<file path="config.mk">
export PLATFORM = sky130hd
export DESIGN_NAME = ns_node_top
export DESIGN_NICKNAME = d
export VERILOG_FILES = /design/src/verilog/ns_pkg.sv /design/src/verilog/ns_node_top.sv /design/src/verilog/nd_2to1.sv /design/src/verilog/ns_msg_fifo.sv /design/src/verilog/ns_chnl_receiver.sv
export SDC_FILE = /design/constraint.sdc
export NUM_CORES = 1
export LEC_CHECK = 0
export ABC_AREA = 1
export BUFFER_PORTS_ARGS = -buffer_cell sky130_fd_sc_hd__buf_2
export CORE_UTILIZATION = 33
export CTS_CLUSTER_DIAMETER = 30
export DETAILED_ROUTE_END_ITERATION = 10
export PLACE_DENSITY = 0.57
export SYNTH_ARGS = -nofsm -noshare
export SYNTH_HDL_FRONTEND = slang
export SYNTH_SLANG_ARGS = --single-unit
</file>
<file path="constraint.sdc">
create_clock -name gch_clk -period 2.7 [get_ports gch_clk]
set_input_delay 0.27 -clock gch_clk [delete_from_list [all_inputs] [get_ports gch_clk]]
set_output_delay 0.27 -clock gch_clk [all_outputs]
set_load 0.05 [all_outputs]
</file>
<file path="src/verilog/ns_pkg.sv">
`default_nettype none

package ns_pkg;

	// Field widths of one message.
	localparam int ASZ = 8;
	localparam int DSZ = 16;
	localparam int RSZ = 4;

	// Destination address of a message.
	typedef logic [ASZ-1:0] ns_addr_t;

	// Payload word of a message.
	typedef logic [DSZ-1:0] ns_data_t;

	// The node passes this field on untouched.
	typedef logic [RSZ-1:0] ns_redun_t;

	// A request level must hold this many cycles before a receiver sees it.
	localparam int NS_REQ_CKS = 3;

	// The same stability rule for the acknowledge on the output channel.
	localparam int NS_ACK_CKS = 3;

	// Message slots in the merger FIFO.
	localparam int NS_FIFO_DEPTH = 4;

	// Output sender of the merger.
	// MS_IDLE waits for a FIFO head, MS_SEND holds req high until the
	// filtered ack arrives, and MS_WAIT_RELEASE waits for that ack to drop.
	typedef enum logic [1:0] {
		MS_IDLE,
		MS_SEND,
		MS_WAIT_RELEASE
	} ns_merge_state_t;

endpackage

`default_nettype wire
</file>
<file path="src/verilog/ns_node_top.sv">
`timescale 1ns/1ns
`default_nettype none

module ns_node_top #(
	parameter int REQ_CKS = ns_pkg::NS_REQ_CKS,
	parameter int ACK_CKS = ns_pkg::NS_ACK_CKS,
	parameter int FSZ = ns_pkg::NS_FIFO_DEPTH
) (
	input  wire                gch_clk,
	input  wire                gch_reset,
	input  wire                rcv0_req,
	input  wire ns_pkg::ns_addr_t  rcv0_addr,
	input  wire ns_pkg::ns_data_t  rcv0_data,
	input  wire ns_pkg::ns_redun_t rcv0_redun,
	output logic               rcv0_ack,
	input  wire                rcv1_req,
	input  wire ns_pkg::ns_addr_t  rcv1_addr,
	input  wire ns_pkg::ns_data_t  rcv1_data,
	input  wire ns_pkg::ns_redun_t rcv1_redun,
	output logic               rcv1_ack,
	output logic               snd0_req,
	output ns_pkg::ns_addr_t   snd0_addr,
	output ns_pkg::ns_data_t   snd0_data,
	output ns_pkg::ns_redun_t  snd0_redun,
	input  wire                snd0_ack,
	output logic               gch_ready
);

	logic pend0, pend1, take0, take1;
	ns_pkg::ns_addr_t  pend0_addr, pend1_addr;
	ns_pkg::ns_data_t  pend0_data, pend1_data;
	ns_pkg::ns_redun_t pend0_redun, pend1_redun;

	ns_chnl_receiver #(.REQ_CKS(REQ_CKS)) u_rcv0 (
		.gch_clk (gch_clk), .gch_reset (gch_reset),
		.rcv_req (rcv0_req), .rcv_addr (rcv0_addr), .rcv_data (rcv0_data),
		.rcv_redun (rcv0_redun), .take (take0), .rcv_ack (rcv0_ack),
		.pend (pend0), .pend_addr (pend0_addr), .pend_data (pend0_data),
		.pend_redun (pend0_redun)
	);

	ns_chnl_receiver #(.REQ_CKS(REQ_CKS)) u_rcv1 (
		.gch_clk (gch_clk), .gch_reset (gch_reset),
		.rcv_req (rcv1_req), .rcv_addr (rcv1_addr), .rcv_data (rcv1_data),
		.rcv_redun (rcv1_redun), .take (take1), .rcv_ack (rcv1_ack),
		.pend (pend1), .pend_addr (pend1_addr), .pend_data (pend1_data),
		.pend_redun (pend1_redun)
	);

	nd_2to1 #(.FSZ(FSZ), .ACK_CKS(ACK_CKS)) u_merge (
		.gch_clk (gch_clk), .gch_reset (gch_reset),
		.pend0 (pend0), .pend0_addr (pend0_addr), .pend0_data (pend0_data),
		.pend0_redun (pend0_redun),
		.pend1 (pend1), .pend1_addr (pend1_addr), .pend1_data (pend1_data),
		.pend1_redun (pend1_redun),
		.snd0_ack (snd0_ack), .take0 (take0), .take1 (take1),
		.snd0_req (snd0_req), .snd0_addr (snd0_addr), .snd0_data (snd0_data),
		.snd0_redun (snd0_redun), .gch_ready (gch_ready)
	);

endmodule

`default_nettype wire

</file>
<file path="src/verilog/nd_2to1.sv">
`timescale 1ns/1ns
`default_nettype none

module nd_2to1 #(
	parameter int FSZ = ns_pkg::NS_FIFO_DEPTH,
	parameter int ACK_CKS = ns_pkg::NS_ACK_CKS
) (
	input  wire                gch_clk,
	input  wire                gch_reset,
	input  wire                pend0,
	input  wire ns_pkg::ns_addr_t  pend0_addr,
	input  wire ns_pkg::ns_data_t  pend0_data,
	input  wire ns_pkg::ns_redun_t pend0_redun,
	input  wire                pend1,
	input  wire ns_pkg::ns_addr_t  pend1_addr,
	input  wire ns_pkg::ns_data_t  pend1_data,
	input  wire ns_pkg::ns_redun_t pend1_redun,
	input  wire                snd0_ack,
	output logic               take0,
	output logic               take1,
	output logic               snd0_req,
	output ns_pkg::ns_addr_t   snd0_addr,
	output ns_pkg::ns_data_t   snd0_data,
	output ns_pkg::ns_redun_t  snd0_redun,
	output logic               gch_ready
);

	localparam int CW = (ACK_CKS > 1) ? $clog2(ACK_CKS) : 1;

	logic rg_rdy;
	logic choose_0;
	logic can_take, grant0, grant1;
	logic [CW-1:0] ack_cnt;
	logic ack_ckd;
	ns_pkg::ns_merge_state_t state;

	logic wr_en, rd_en, full, empty;
	ns_pkg::ns_addr_t  wr_addr, rd_addr;
	ns_pkg::ns_data_t  wr_data, rd_data;
	ns_pkg::ns_redun_t wr_redun, rd_redun;

	// No new grant while a take is in flight, since full does not yet count that write.
	assign can_take = rg_rdy && !full && !take0 && !take1;
	assign grant0 = can_take && pend0 && (!pend1 || choose_0);
	assign grant1 = can_take && pend1 && (!pend0 || !choose_0);

	always_ff @(posedge gch_clk) begin
		if (gch_reset) begin
			rg_rdy <= 1'b0;
			choose_0 <= 1'b1;
			take0 <= 1'b0;
			take1 <= 1'b0;
		end else begin
			rg_rdy <= 1'b1;
			take0 <= grant0;
			take1 <= grant1;
			if (can_take && pend0 && pend1)
				choose_0 <= !choose_0; // Only a contested grant moves the turn.
		end
	end

	assign wr_en = take0 || take1;
	assign wr_addr = take1 ? pend1_addr : pend0_addr;
	assign wr_data = take1 ? pend1_data : pend0_data;
	assign wr_redun = take1 ? pend1_redun : pend0_redun;

	ns_msg_fifo #(.FSZ(FSZ)) u_bf0 (
		.gch_clk   (gch_clk),
		.gch_reset (gch_reset),
		.wr_en     (wr_en),
		.wr_addr   (wr_addr),
		.wr_data   (wr_data),
		.wr_redun  (wr_redun),
		.rd_en     (rd_en),
		.rd_addr   (rd_addr),
		.rd_data   (rd_data),
		.rd_redun  (rd_redun),
		.full      (full),
		.empty     (empty)
	);

	// Ack filter, same rule as the request filter in the receivers.
	always_ff @(posedge gch_clk) begin
		if (gch_reset) begin
			ack_cnt <= '0;
			ack_ckd <= 1'b0;
		end else if (snd0_ack == ack_ckd) begin
			ack_cnt <= '0;
		end else if (ack_cnt == CW'(ACK_CKS - 1)) begin
			ack_cnt <= '0;
			ack_ckd <= snd0_ack;
		end else begin
			ack_cnt <= ack_cnt + 1'b1;
		end
	end

	assign rd_en = rg_rdy && (state == ns_pkg::MS_IDLE) && !empty;

	always_ff @(posedge gch_clk) begin
		if (gch_reset) begin
			state <= ns_pkg::MS_IDLE;
			snd0_req <= 1'b0;
		end else begin
			case (state)
				ns_pkg::MS_IDLE: if (rd_en) begin
					state <= ns_pkg::MS_SEND;
					snd0_req <= 1'b1;
				end
				ns_pkg::MS_SEND: if (ack_ckd) begin
					state <= ns_pkg::MS_WAIT_RELEASE;
					snd0_req <= 1'b0;
				end
				ns_pkg::MS_WAIT_RELEASE: if (!ack_ckd)
					state <= ns_pkg::MS_IDLE;
				default: state <= ns_pkg::MS_IDLE;
			endcase
		end
	end

	always_ff @(posedge gch_clk) begin
		if (rd_en) begin
			snd0_addr <= rd_addr; // Output register holds the message for the whole handshake.
			snd0_data <= rd_data;
			snd0_redun <= rd_redun;
		end
	end

	assign gch_ready = rg_rdy;

	a_one_take: assert property (@(posedge gch_clk) disable iff (gch_reset)
		!(take0 && take1));

endmodule

`default_nettype wire

</file>
<file path="src/verilog/ns_msg_fifo.sv">
`timescale 1ns/1ns
`default_nettype none

module ns_msg_fifo #(
	parameter int FSZ = ns_pkg::NS_FIFO_DEPTH
) (
	input  wire                gch_clk,
	input  wire                gch_reset,
	input  wire                wr_en,
	input  wire ns_pkg::ns_addr_t  wr_addr,
	input  wire ns_pkg::ns_data_t  wr_data,
	input  wire ns_pkg::ns_redun_t wr_redun,
	input  wire                rd_en,
	output ns_pkg::ns_addr_t   rd_addr,
	output ns_pkg::ns_data_t   rd_data,
	output ns_pkg::ns_redun_t  rd_redun,
	output logic               full,
	output logic               empty
);

	localparam int IW = (FSZ > 1) ? $clog2(FSZ) : 1;
	localparam int CW = $clog2(FSZ + 1);

	ns_pkg::ns_addr_t  mem_addr  [FSZ];
	ns_pkg::ns_data_t  mem_data  [FSZ];
	ns_pkg::ns_redun_t mem_redun [FSZ];

	logic [IW-1:0] wr_idx;
	logic [IW-1:0] rd_idx;
	logic [CW-1:0] count;

	always_ff @(posedge gch_clk) begin
		if (wr_en) begin
			mem_addr[wr_idx] <= wr_addr;
			mem_data[wr_idx] <= wr_data;
			mem_redun[wr_idx] <= wr_redun;
		end
	end

	always_ff @(posedge gch_clk) begin
		if (gch_reset) begin
			wr_idx <= '0;
			rd_idx <= '0;
			count <= '0;
		end else begin
			if (wr_en)
				wr_idx <= (wr_idx == IW'(FSZ - 1)) ? '0 : wr_idx + 1'b1;
			if (rd_en)
				rd_idx <= (rd_idx == IW'(FSZ - 1)) ? '0 : rd_idx + 1'b1;
			if (wr_en && !rd_en)
				count <= count + 1'b1;
			else if (rd_en && !wr_en)
				count <= count - 1'b1;
		end
	end

	assign rd_addr = mem_addr[rd_idx]; // Head is always on the read port.
	assign rd_data = mem_data[rd_idx];
	assign rd_redun = mem_redun[rd_idx];

	assign full = (count == CW'(FSZ));
	assign empty = (count == '0);

	a_no_write_full: assert property (@(posedge gch_clk) disable iff (gch_reset)
		!(wr_en && full));
	a_no_read_empty: assert property (@(posedge gch_clk) disable iff (gch_reset)
		!(rd_en && empty));

endmodule

`default_nettype wire

</file>
<file path="src/verilog/ns_chnl_receiver.sv">
`timescale 1ns/1ns
`default_nettype none

module ns_chnl_receiver #(
	parameter int REQ_CKS = ns_pkg::NS_REQ_CKS
) (
	input  wire                gch_clk,
	input  wire                gch_reset,
	input  wire                rcv_req,
	input  wire ns_pkg::ns_addr_t  rcv_addr,
	input  wire ns_pkg::ns_data_t  rcv_data,
	input  wire ns_pkg::ns_redun_t rcv_redun,
	input  wire                take,
	output logic               rcv_ack,
	output logic               pend,
	output ns_pkg::ns_addr_t   pend_addr,
	output ns_pkg::ns_data_t   pend_data,
	output ns_pkg::ns_redun_t  pend_redun
);

	localparam int CW = (REQ_CKS > 1) ? $clog2(REQ_CKS) : 1;

	logic [CW-1:0] req_cnt;
	logic req_ckd; // Filtered request level.
	logic accept;

	// The counter runs only while the raw level differs from the filtered one.
	// Any return to the old level starts the count over, so short glitches die here.
	always_ff @(posedge gch_clk) begin
		if (gch_reset) begin
			req_cnt <= '0;
			req_ckd <= 1'b0;
		end else if (rcv_req == req_ckd) begin
			req_cnt <= '0;
		end else if (req_cnt == CW'(REQ_CKS - 1)) begin
			req_cnt <= '0;
			req_ckd <= rcv_req;
		end else begin
			req_cnt <= req_cnt + 1'b1;
		end
	end

	// A new message is only picked up between handshakes.
	assign accept = req_ckd && !rcv_ack && !pend;

	always_ff @(posedge gch_clk) begin
		if (gch_reset) begin
			pend <= 1'b0;
			rcv_ack <= 1'b0;
		end else if (take) begin
			pend <= 1'b0;
			rcv_ack <= 1'b1; // Message is in the FIFO now.
		end else if (rcv_ack && !req_ckd) begin
			rcv_ack <= 1'b0; // Sender has dropped req, last phase.
		end else if (accept) begin
			pend <= 1'b1;
		end
	end

	// The sender keeps the fields stable while req is high, so one capture is enough.
	always_ff @(posedge gch_clk) begin
		if (accept) begin
			pend_addr <= rcv_addr;
			pend_data <= rcv_data;
			pend_redun <= rcv_redun;
		end
	end

endmodule

`default_nettype wire

</file>
== Yosys cells after proc, flatten, opt, wreduce, memory -nomap -nowiden ==
Memory sizes are Yosys's and may differ from the RTL's. A register that Yosys moved wholly into a read port is not among the register bits.
Index checks and enable logic that the tools add are counted.
Operators by class
  bitwise operators: 5
  $add $sub $neg: 7
  equal/unequal tests: 14
  reductions and logical operators: 52
  muxes and demuxes: 21
Operator list (count)
  $logic_and 1x1->1: 18
  $mux 16: 1
  $logic_not 1->1: 13
  $eq 2x2->1 const B: 6
  $add 2x1->2 const B: 5
  $mux 2: 5
  $reduce_and 2->1: 5
  $mux 1: 9
  $reduce_or 3->1: 3
  $mux 8: 1
  $reduce_bool 2->1: 4
  $mux 3: 2
  $pmux 2 s3: 1
  $reduce_and 3->1: 2
  $not 1->1: 5
  $mux 4: 1
  $ne 2x2->1 const B: 2
  $reduce_or 2->1: 2
  $add 3x1->3 const B: 1
  $eq 1x1->1: 3
  $eq 3x3->1 const B: 1
  $logic_not 3->1: 1
  $logic_or 1x1->1: 3
  $sub 3x1->3 const B: 1
  other kinds (4): 4
Storage, ports and cells
  output and inout port bits: 32
  bits of input ports: 61
  bits in registers: 83
  word-level logic and storage cells: 127
  memory bits (writable): 112
  memories kept: 3
Memories
  u_merge.u_bf0.mem_data: depth 4, bits a word 16, read ports 1, clocked after Yosys merged registers in 1, wr ports 1, line ns_msg_fifo.sv:25  | ns_pkg::ns_data_t mem_data [FSZ];
  u_merge.u_bf0.mem_addr: depth 4, bits a word 8, read ports 1, clocked after Yosys merged registers in 1, wr ports 1, line ns_msg_fifo.sv:24  | ns_pkg::ns_addr_t mem_addr [FSZ];
  u_merge.u_bf0.mem_redun: depth 4, bits a word 4, read ports 1, clocked after Yosys merged registers in 1, wr ports 1, line ns_msg_fifo.sv:26  | ns_pkg::ns_redun_t mem_redun [FSZ];

== Longest topological paths before layout ==
Gate-level depths: netlist (run 1).
  depth in word-level cells: 7
  mapped depth: 11
  mapped depth without buffers: 11

== By module ==
Synthesis (run 1) repeated with hierarchy kept, for this count alone.
Second synthesis, totals
  cells, all modules: 614
  area, all modules: 8335.5 um2
By module, submodules not included
  ns_msg_fifo: times used 1, area an instance 4614.4 um2, cells an instance 330
  ns_chnl_receiver: times used 2, area an instance 1052.3 um2, cells an instance 57
  nd_2to1: times used 1, area an instance 1616.6 um2, cells an instance 170

== Least setup slack after synthesis (run 1) ==
OpenSTA, ideal clock, no wires.
  kind: flip-flop to flip-flop
  from: register u_rcv1.rcv_ack
  to: register u_rcv1.pend_addr[0], enable pin
  cell stages (with the launch flop): 4
  data required time: 2287 ps
  arrival time: 1830 ps
  period minus slack after synthesis: 2243 ps
  path buffers: 0
  path slack: 457 ps
  cells stage by stage: dfxtp_1 -> inv_1 -> nand2_1 -> nor2_1
Between the ends
  word-level cells in the longest chain between the ends: 3
RTL lines
  start, declared: line ns_chnl_receiver.sv:14  | output logic rcv_ack,
  start signal, assigned: line ns_chnl_receiver.sv:49  | rcv_ack <= 1'b0;
  start signal, assigned: line ns_chnl_receiver.sv:52  | rcv_ack <= 1'b1;
  start signal, assigned: line ns_chnl_receiver.sv:54  | rcv_ack <= 1'b0;
  $logic_not 1->1: line ns_chnl_receiver.sv:44  | assign accept = req_ckd && !rcv_ack && !pend;
  $logic_and 1x1->1 (2 in a row): line ns_chnl_receiver.sv:44
  via u_rcv1.accept: line ns_chnl_receiver.sv:25  | logic accept;
  end signal, assigned: line ns_chnl_receiver.sv:63  | pend_addr <= rcv_addr;
  end, declared: line ns_chnl_receiver.sv:16  | output ns_pkg::ns_addr_t pend_addr,
The timed path passes the listed nets, and every way through them passes these cells.
A chain may end at the register's enable or synchronous reset.

== Worst setup path in the final report (run 1) ==
  from: register u_merge.u_bf0.count[0]
  to: register u_merge.u_bf0.count[2]
Between the ends
  word-level cells in the longest chain between the ends: 6
RTL lines
  start, declared: line ns_msg_fifo.sv:30  | logic [CW-1:0] count;
  start signal, assigned: line ns_msg_fifo.sv:51  | count <= count + 1'b1;
  start signal, assigned: line ns_msg_fifo.sv:53  | count <= count - 1'b1;
  branches (longest 6 deep; another with $sub 3x1->3)
Several ways; the timed one is not identified. The select of a mux whose other input is x is not followed.

==> results.yml, run 1 <==
worst_setup_path:
  worstPathMaxFanout: 5
  crit_arrival_ns: 2.13
  r2r-end: "u_merge.u_bf0.count[2]"
  r2r_slack_ns: 0.96
  crit_path_start_kind: "flip-flop"
  r2r_cells: 10
  end_kind: "flip-flop"
  worst-setup-path-type: "flip-flop to flip-flop"
  rr_startpoint: "u_merge.u_bf0.count[0]"
  required_ns: 3.09
placement:
  place.gp.congestion: 0.7424
  port-buffer-count: 92
  hpwl_um: 10100
routing:
  antenna_left: 0
  routedWlPerCell_um: 15.19
  routed_wl_um: 17150
  via_per_inst: 4.416
  route.detailed.drc: 0
  drtIter0Drc: 274
  drt_pass1_iterations: 4
  num_vias: 4986
worst_hold_path:
  whs_endpoint: "u_rcv0.req_ckd"
  min_path_cells: 3
  hold_path.class: "primary input to flip-flop"
  hold_start: "rcv0_req"
die:
  dieArea_mm2: 0.02543
  pin_count: 93
  start_util_pct: 33.65
  rows: 57
  fp.dieW_um: 159.5
  core_mm2: 0.02432
  dieHeight_um: 159.5
logic_synthesis:
  yosys.area.top_type: "edfxtp_1"
  yosysMostFrequentCell: "edfxtp_1"
  synth_cell_types: 25
  netlist.area_leader.share_pct: 71.92
  synthTopCellsByCount: "196 x edfxtp_1, 95 x nand2_1, 83 x nor2_1"
  syn_inst: 592
  ys_async_sr_fraction_pct: 0
  ys_ff_latch: 223
  syn_nets: 663
  yosys_warnings: 0
  yosys-top-cells-area: "edfxtp_1 72%, dfxtp_1 6.6%, nand2_1 4.4%"
  syn_area_mm2: 0.008184
  synth-edff-count: 196
  seq_area_frac_synth_pct: 78.52
  avgSynthCellArea_um2: 13.82
  ys.flop_type: "edfxtp_1"
power:
  peakVddDrop_v: 0.0005386
  power.density_mw_per_mm2: 987.4
  p_leak_nw: 4.070
sta:
  relSlewSlack_pct: 53.20
  finalSetupViolCount: 0
  whs_ns: 0.01817
  fin_skew_ns: 0.01065
  drv_slew: 0
  rsz0062_at_grt: "no"
  setup_tns_ns: 0
  clock.fmax_mhz: 574.7
  worst_pin_slew_ns: 0.7009
  hold_violations: 0
  fin_crit_ns: 1.740
  period_share_pct: 64.45
status:
  status: "complete, no violations"
global_route:
  track_usage_pct: 13.82
  grt_overflow: 0
  grt_max_degree: 60
  grt_pass1_vias: 4995
  grt_pass1_wl_um: 27060
  antenna_found_initial: 0
final_layout:
  area_growth_pct: 33.88
  fin_util_pct: 45.05
  drive_gt1_share_pct: 23.11
  nNetsFinal: 844
  antenna_cells: 0
  fillers: 2166
clocking:
  cts_resized: 0
  numCtsBuffers: 41
  clock_sinks: 223
  cts_max_path_buffers: 3
  ctsHoldBuffers: 56
  cts_setup_buffers: 0
  cts_tree: "done"
  clock_latency_ns: 0.51
  root_buffer: "clkbuf_16"
  clkTransAtPathRegs_ns: 0.05
  ctsHtreeMaxLevel: 2
run:
  drv_cap: 0
## registers in the layout, summed over array words and instances, names as in the netlist, 8 cells and up
name	flops
u_merge.u_bf0.mem_redun	16
u_rcv0.pend_addr	8
u_rcv0.pend_data	16
u_merge.u_bf0.mem_addr	32
u_merge.snd0_addr	8
u_merge.u_bf0.mem_data	64
u_rcv1.pend_data	16
u_rcv1.pend_addr	8
u_merge.snd0_data	16
## worst max-delay path, cell delays in order, from the launching register on
cell     delay [ns]
dfxtp_1        0.34
inv_1          0.08
nand3_1        0.08
nand3_2        0.11
ha_1           0.18
inv_1          0.06
fa_1           0.38
nand2_1        0.08
nand3_1        0.10
o21ai_0        0.17
a21oi_1        0.05
## worst max path at each step
stage,from,end,slack [ns],cells past startpoint
6_report,u_merge.u_bf0.count[0],u_merge.u_bf0.count[2],0.96,10
5_1_grt,u_merge.u_bf0.count[0],u_merge.u_bf0.count[2],0.77,10
4_1_cts,u_merge.u_bf0.count[0],u_merge.u_bf0.count[2],0.97,10
3_5_place_dp,u_merge.u_bf0.count[0],u_merge.u_bf0.count[2],0.98,10
3_3_place_gp,u_merge.u_bf0.count[0],u_merge.u_bf0.count[2],1.00,10
2_1_floorplan,u_rcv1.rcv_ack,u_rcv1.pend_addr[0],0.46,3
## kinds of logic after synthesis
group | share of synthesized area [%]
fa+ha+maj | 1.621
simple gates | 9.203
flops | 78.52
buf+inv | 3.134
compound gates | 7.522
## stage by stage
step | power (W) | cells | area, um2 | worst slack (ns)
2_1_floorplan | 0.005441 | 592 | 8184 | 0.4571
3_3_place_gp | 0.005861 | 998 | 9039 | 1.005
6_report | 0.01082 | 1129 | 10960 | 0.9598
4_1_cts | 0.01095 | 1129 | 10960 | 0.9728
3_5_place_dp | 0.005884 | 998 | 9039 | 0.9846
5_1_grt | 0.01129 | 1129 | 10960 | 0.7721
## layout make-up
type / instances / area (um2) / area share [%]
clock buffer: 47 / 1049 / 9.569
clock inverter: 28 / 309.0 / 2.821
inverter: 30 / 112.6 / 1.028
multi-input combinational: 314 / 1520 / 13.87
sequential: 223 / 6427 / 58.66
tap: 324 / 405.4 / 3.700
timing repair buffer: 163 / 1134 / 10.35
## per-layer routing
layer / global-route usage (%) / vias to the layer above / wire length [um]
met4: 5.376 / 0 / 343
met2: 22.53 / 119 / 8023
li1: - / 2497 / -
met1: 17.63 / 2342 / 8007
met3: 3.569 / 28 / 780
met5: 0 / - / 0
## power breakdown
part | switching (W) | total (W) | internal, W | leakage [nW]
Sequential | 0.0000770 | 0.00415 | 0.00408 | 1.99
Combinational | 0.00125 | 0.00169 | 0.000446 | 1.42
Clock | 0.00162 | 0.00497 | 0.00335 | 0.660
Total | 0.00294 | 0.0108 | 0.00788 | 4.07
## layout by cell type (no fill, tap or decap), types with 15 or more instances in the layout
| cell type | n |
|---|---|
| edfxtp_1 | 196 |
| clkbuf_16 | 41 |
| nand2_1 | 95 |
| nor2_1 | 78 |
| inv_1 | 24 |
| buf_2 | 92 |
| dlygate4sd3_1 | 56 |
| dfxtp_1 | 26 |
| o22ai_1 | 28 |
| o21ai_0 | 53 |
| buf_4 | 15 |
Note: power is estimated with default switching activity, not from simulation.
==> inputs of run 2 (changes only) <==
- clock period: 2.7 -> 1.8 ns (I/O delays scaled with it)
==> run 2 against run 1 <==
Wire length down 0.22%. Die area is the same. Sequential power rose by 50%. Maximum frequency up 7.2%. Core utilization rose by 0.75 points. Count of clock-buffer cells in the layout shrank 1. Global-route usage is 0.13 points higher. Flip-flop and latch count unchanged. Largest cell class unchanged.
==> results.yml, run 2 (same netlist as run 1, synthesis figures left out) <==
placement:
  hpwl_um: 10280
  place_area_mm2: 0.009148
  port-buffer-count: 92
  place.gp.congestion: 0.7025
  dp_cells: 999
final_layout:
  layout.cells.most_common: "edfxtp_1"
  mostFrequentLayoutCells: "196 x edfxtp_1, 95 x nand2_1, 92 x buf_2"
  area_growth_pct: 36.10
  stdcell_area_mm2: 0.01114
  drive_gt1_share_pct: 24.10
  antenna_cells: 0
  regMostFlops: "u_merge.u_bf0.mem_data"
  top_regs: "u_merge.u_bf0.mem_data (64), u_merge.u_bf0.mem_addr (32)"
  fin_util_pct: 45.80
  nNetsFinal: 848
  stdcell_count: 1133
  fillers: 2091
  largest_register_ffs: 64
routing:
  antenna_left: 0
  routed_wl_um: 17120
  routedWlPerCell_um: 15.11
  via_per_inst: 4.473
  drt_pass1_iterations: 4
  route.detailed.drc: 0
  num_vias: 5068
  drtIter0Drc: 283
sta:
  hold_violations: 0
  rsz0062_at_grt: "no"
  setup_tns_ns: 0
  fin_crit_ns: 1.623
  drv_slew: 0
  relSlewSlack_pct: 68.04
  clock.fmax_mhz: 616.1
  period_share_pct: 90.17
  fin_skew_ns: 0.01874
  finalSetupViolCount: 0
  worst_pin_slew_ns: 0.4787
die:
  rows: 57
  dieArea_mm2: 0.02543
  start_util_pct: 33.65
  pin_count: 93
  fp.dieW_um: 159.5
  core_mm2: 0.02432
  dieHeight_um: 159.5
global_route:
  grt_pass1_vias: 5151
  antenna_found_initial: 0
  grt_overflow: 0
  grt_pass1_wl_um: 27610
  grt_max_degree: 35
  track_usage_pct: 13.95
clocking:
  clkTransAtPathRegs_ns: 0.05
  cts_setup_buffers: 0
  cts_max_path_buffers: 3
  clock_sinks: 223
  root_buffer: "clkbuf_16"
  cts_tree: "done"
  ctsHtreeMaxLevel: 2
  numCtsBuffers: 41
  clock_latency_ns: 0.51
worst_setup_path:
  r2r_cells: 8
  required_ns: 2.19
  crit_path_start_kind: "flip-flop"
  path_cells: "inv_1 > nand3_1 > nand3_2 > ha_2 > inv_1 > fa_2 > o21ai_0 > a21oi_1"
  rr_startpoint: "u_merge.u_bf0.count[0]"
  critPathSlowestCell: "fa_2"
  cpMostUsedCell: "inv_1"
  worstPathMaxFanout: 4
  r2r_slack_ns: 0.18
  crit_arrival_ns: 2.01
  cpPeakStageDelay_ns: 0.43
  r2r-end: "u_merge.u_bf0.count[1]"
  worst-setup-path-type: "flip-flop to flip-flop"
  end_kind: "flip-flop"
worst_hold_path:
  min_path_cells: 2
  hold_start: "gch_reset"
  hold_path.class: "primary input to flip-flop"
  whs_endpoint: "u_merge.state[0]"
power:
  power.density_mw_per_mm2: 1478
  peakVddDrop_v: 0.0007768
  power.total_w: 0.01646
  p_leak_nw: 4.121
status:
  status: "complete, no violations"
run:
  drv_cap: 0
## run 2: where the power goes
part           switching (W)  internal, W
combinational        0.00189     0.000788
sequential          0.000119      0.00611
clock                0.00253      0.00502
total                0.00454       0.0119
## run 2: per-layer routing
metal | part of all wire, % | vias up | track usage, %
li1 | - | 2503 | -
met1 | 45 | 2391 | 18.41
met2 | 47 | 145 | 22.27
met3 | 6.2 | 29 | 3.647
met4 | 2.0 | 0 | 4.808
met5 | 0 | - | 0
## run 2: what timing repair did
action,CTS,global route
hold buffers,59,0
setup endpoints to repair,0,2
gates resized for setup,0,5
hold endpoints to repair,61,0
## run 2: worst max-delay path, delay by kind of cell (launching register included)
family / cells / cell delay [ns]
AO/OA/AOI/OAI: 2 / 0.24
buffers and inverters: 2 / 0.15
adder cells (fa/ha/maj): 2 / 0.61
AND/OR/NAND/NOR: 2 / 0.16
flip-flops: 1 / 0.36
## run 2: final cells by class
cell class              instances  area (um2)  area share (%)
multi-input cells             314        1525           13.69
flip-flops and latches        223        6431           57.74
well taps                     324       405.4           3.640
repair buffers                167        1271           11.41
clock buffers                  46        1066           9.571
clock inverters                29       326.6           2.932
inverters                      30       112.6           1.011
## run 2: worst max path at each step
stage	endpoint	cells past startpoint	slack, ns	start
3_5_place_dp	u_merge.u_bf0.count[1]	8	0.12	u_merge.u_bf0.count[0]
6_report	u_merge.u_bf0.count[1]	8	0.18	u_merge.u_bf0.count[0]
4_1_cts	u_merge.u_bf0.count[2]	10	0.10	u_merge.u_bf0.count[0]
2_1_floorplan	u_rcv1.pend_addr[0]	3	0.02	u_rcv1.rcv_ack
3_3_place_gp	u_merge.u_bf0.count[2]	10	0.16	u_merge.u_bf0.count[0]
5_1_grt	u_merge.u_bf0.count[2]	10	0.03	u_merge.u_bf0.count[0]
## run 2: per-stage QoR
step	worst slack [ns]	hold WS, ns
6_report	0.1769	0.02340
5_1_grt	0.02729	0.04530
4_1_cts	0.1039	0.02277
3_5_place_dp	0.1205	0.3581
3_3_place_gp	0.1609	0.3567
2_1_floorplan	0.01590	0.2789
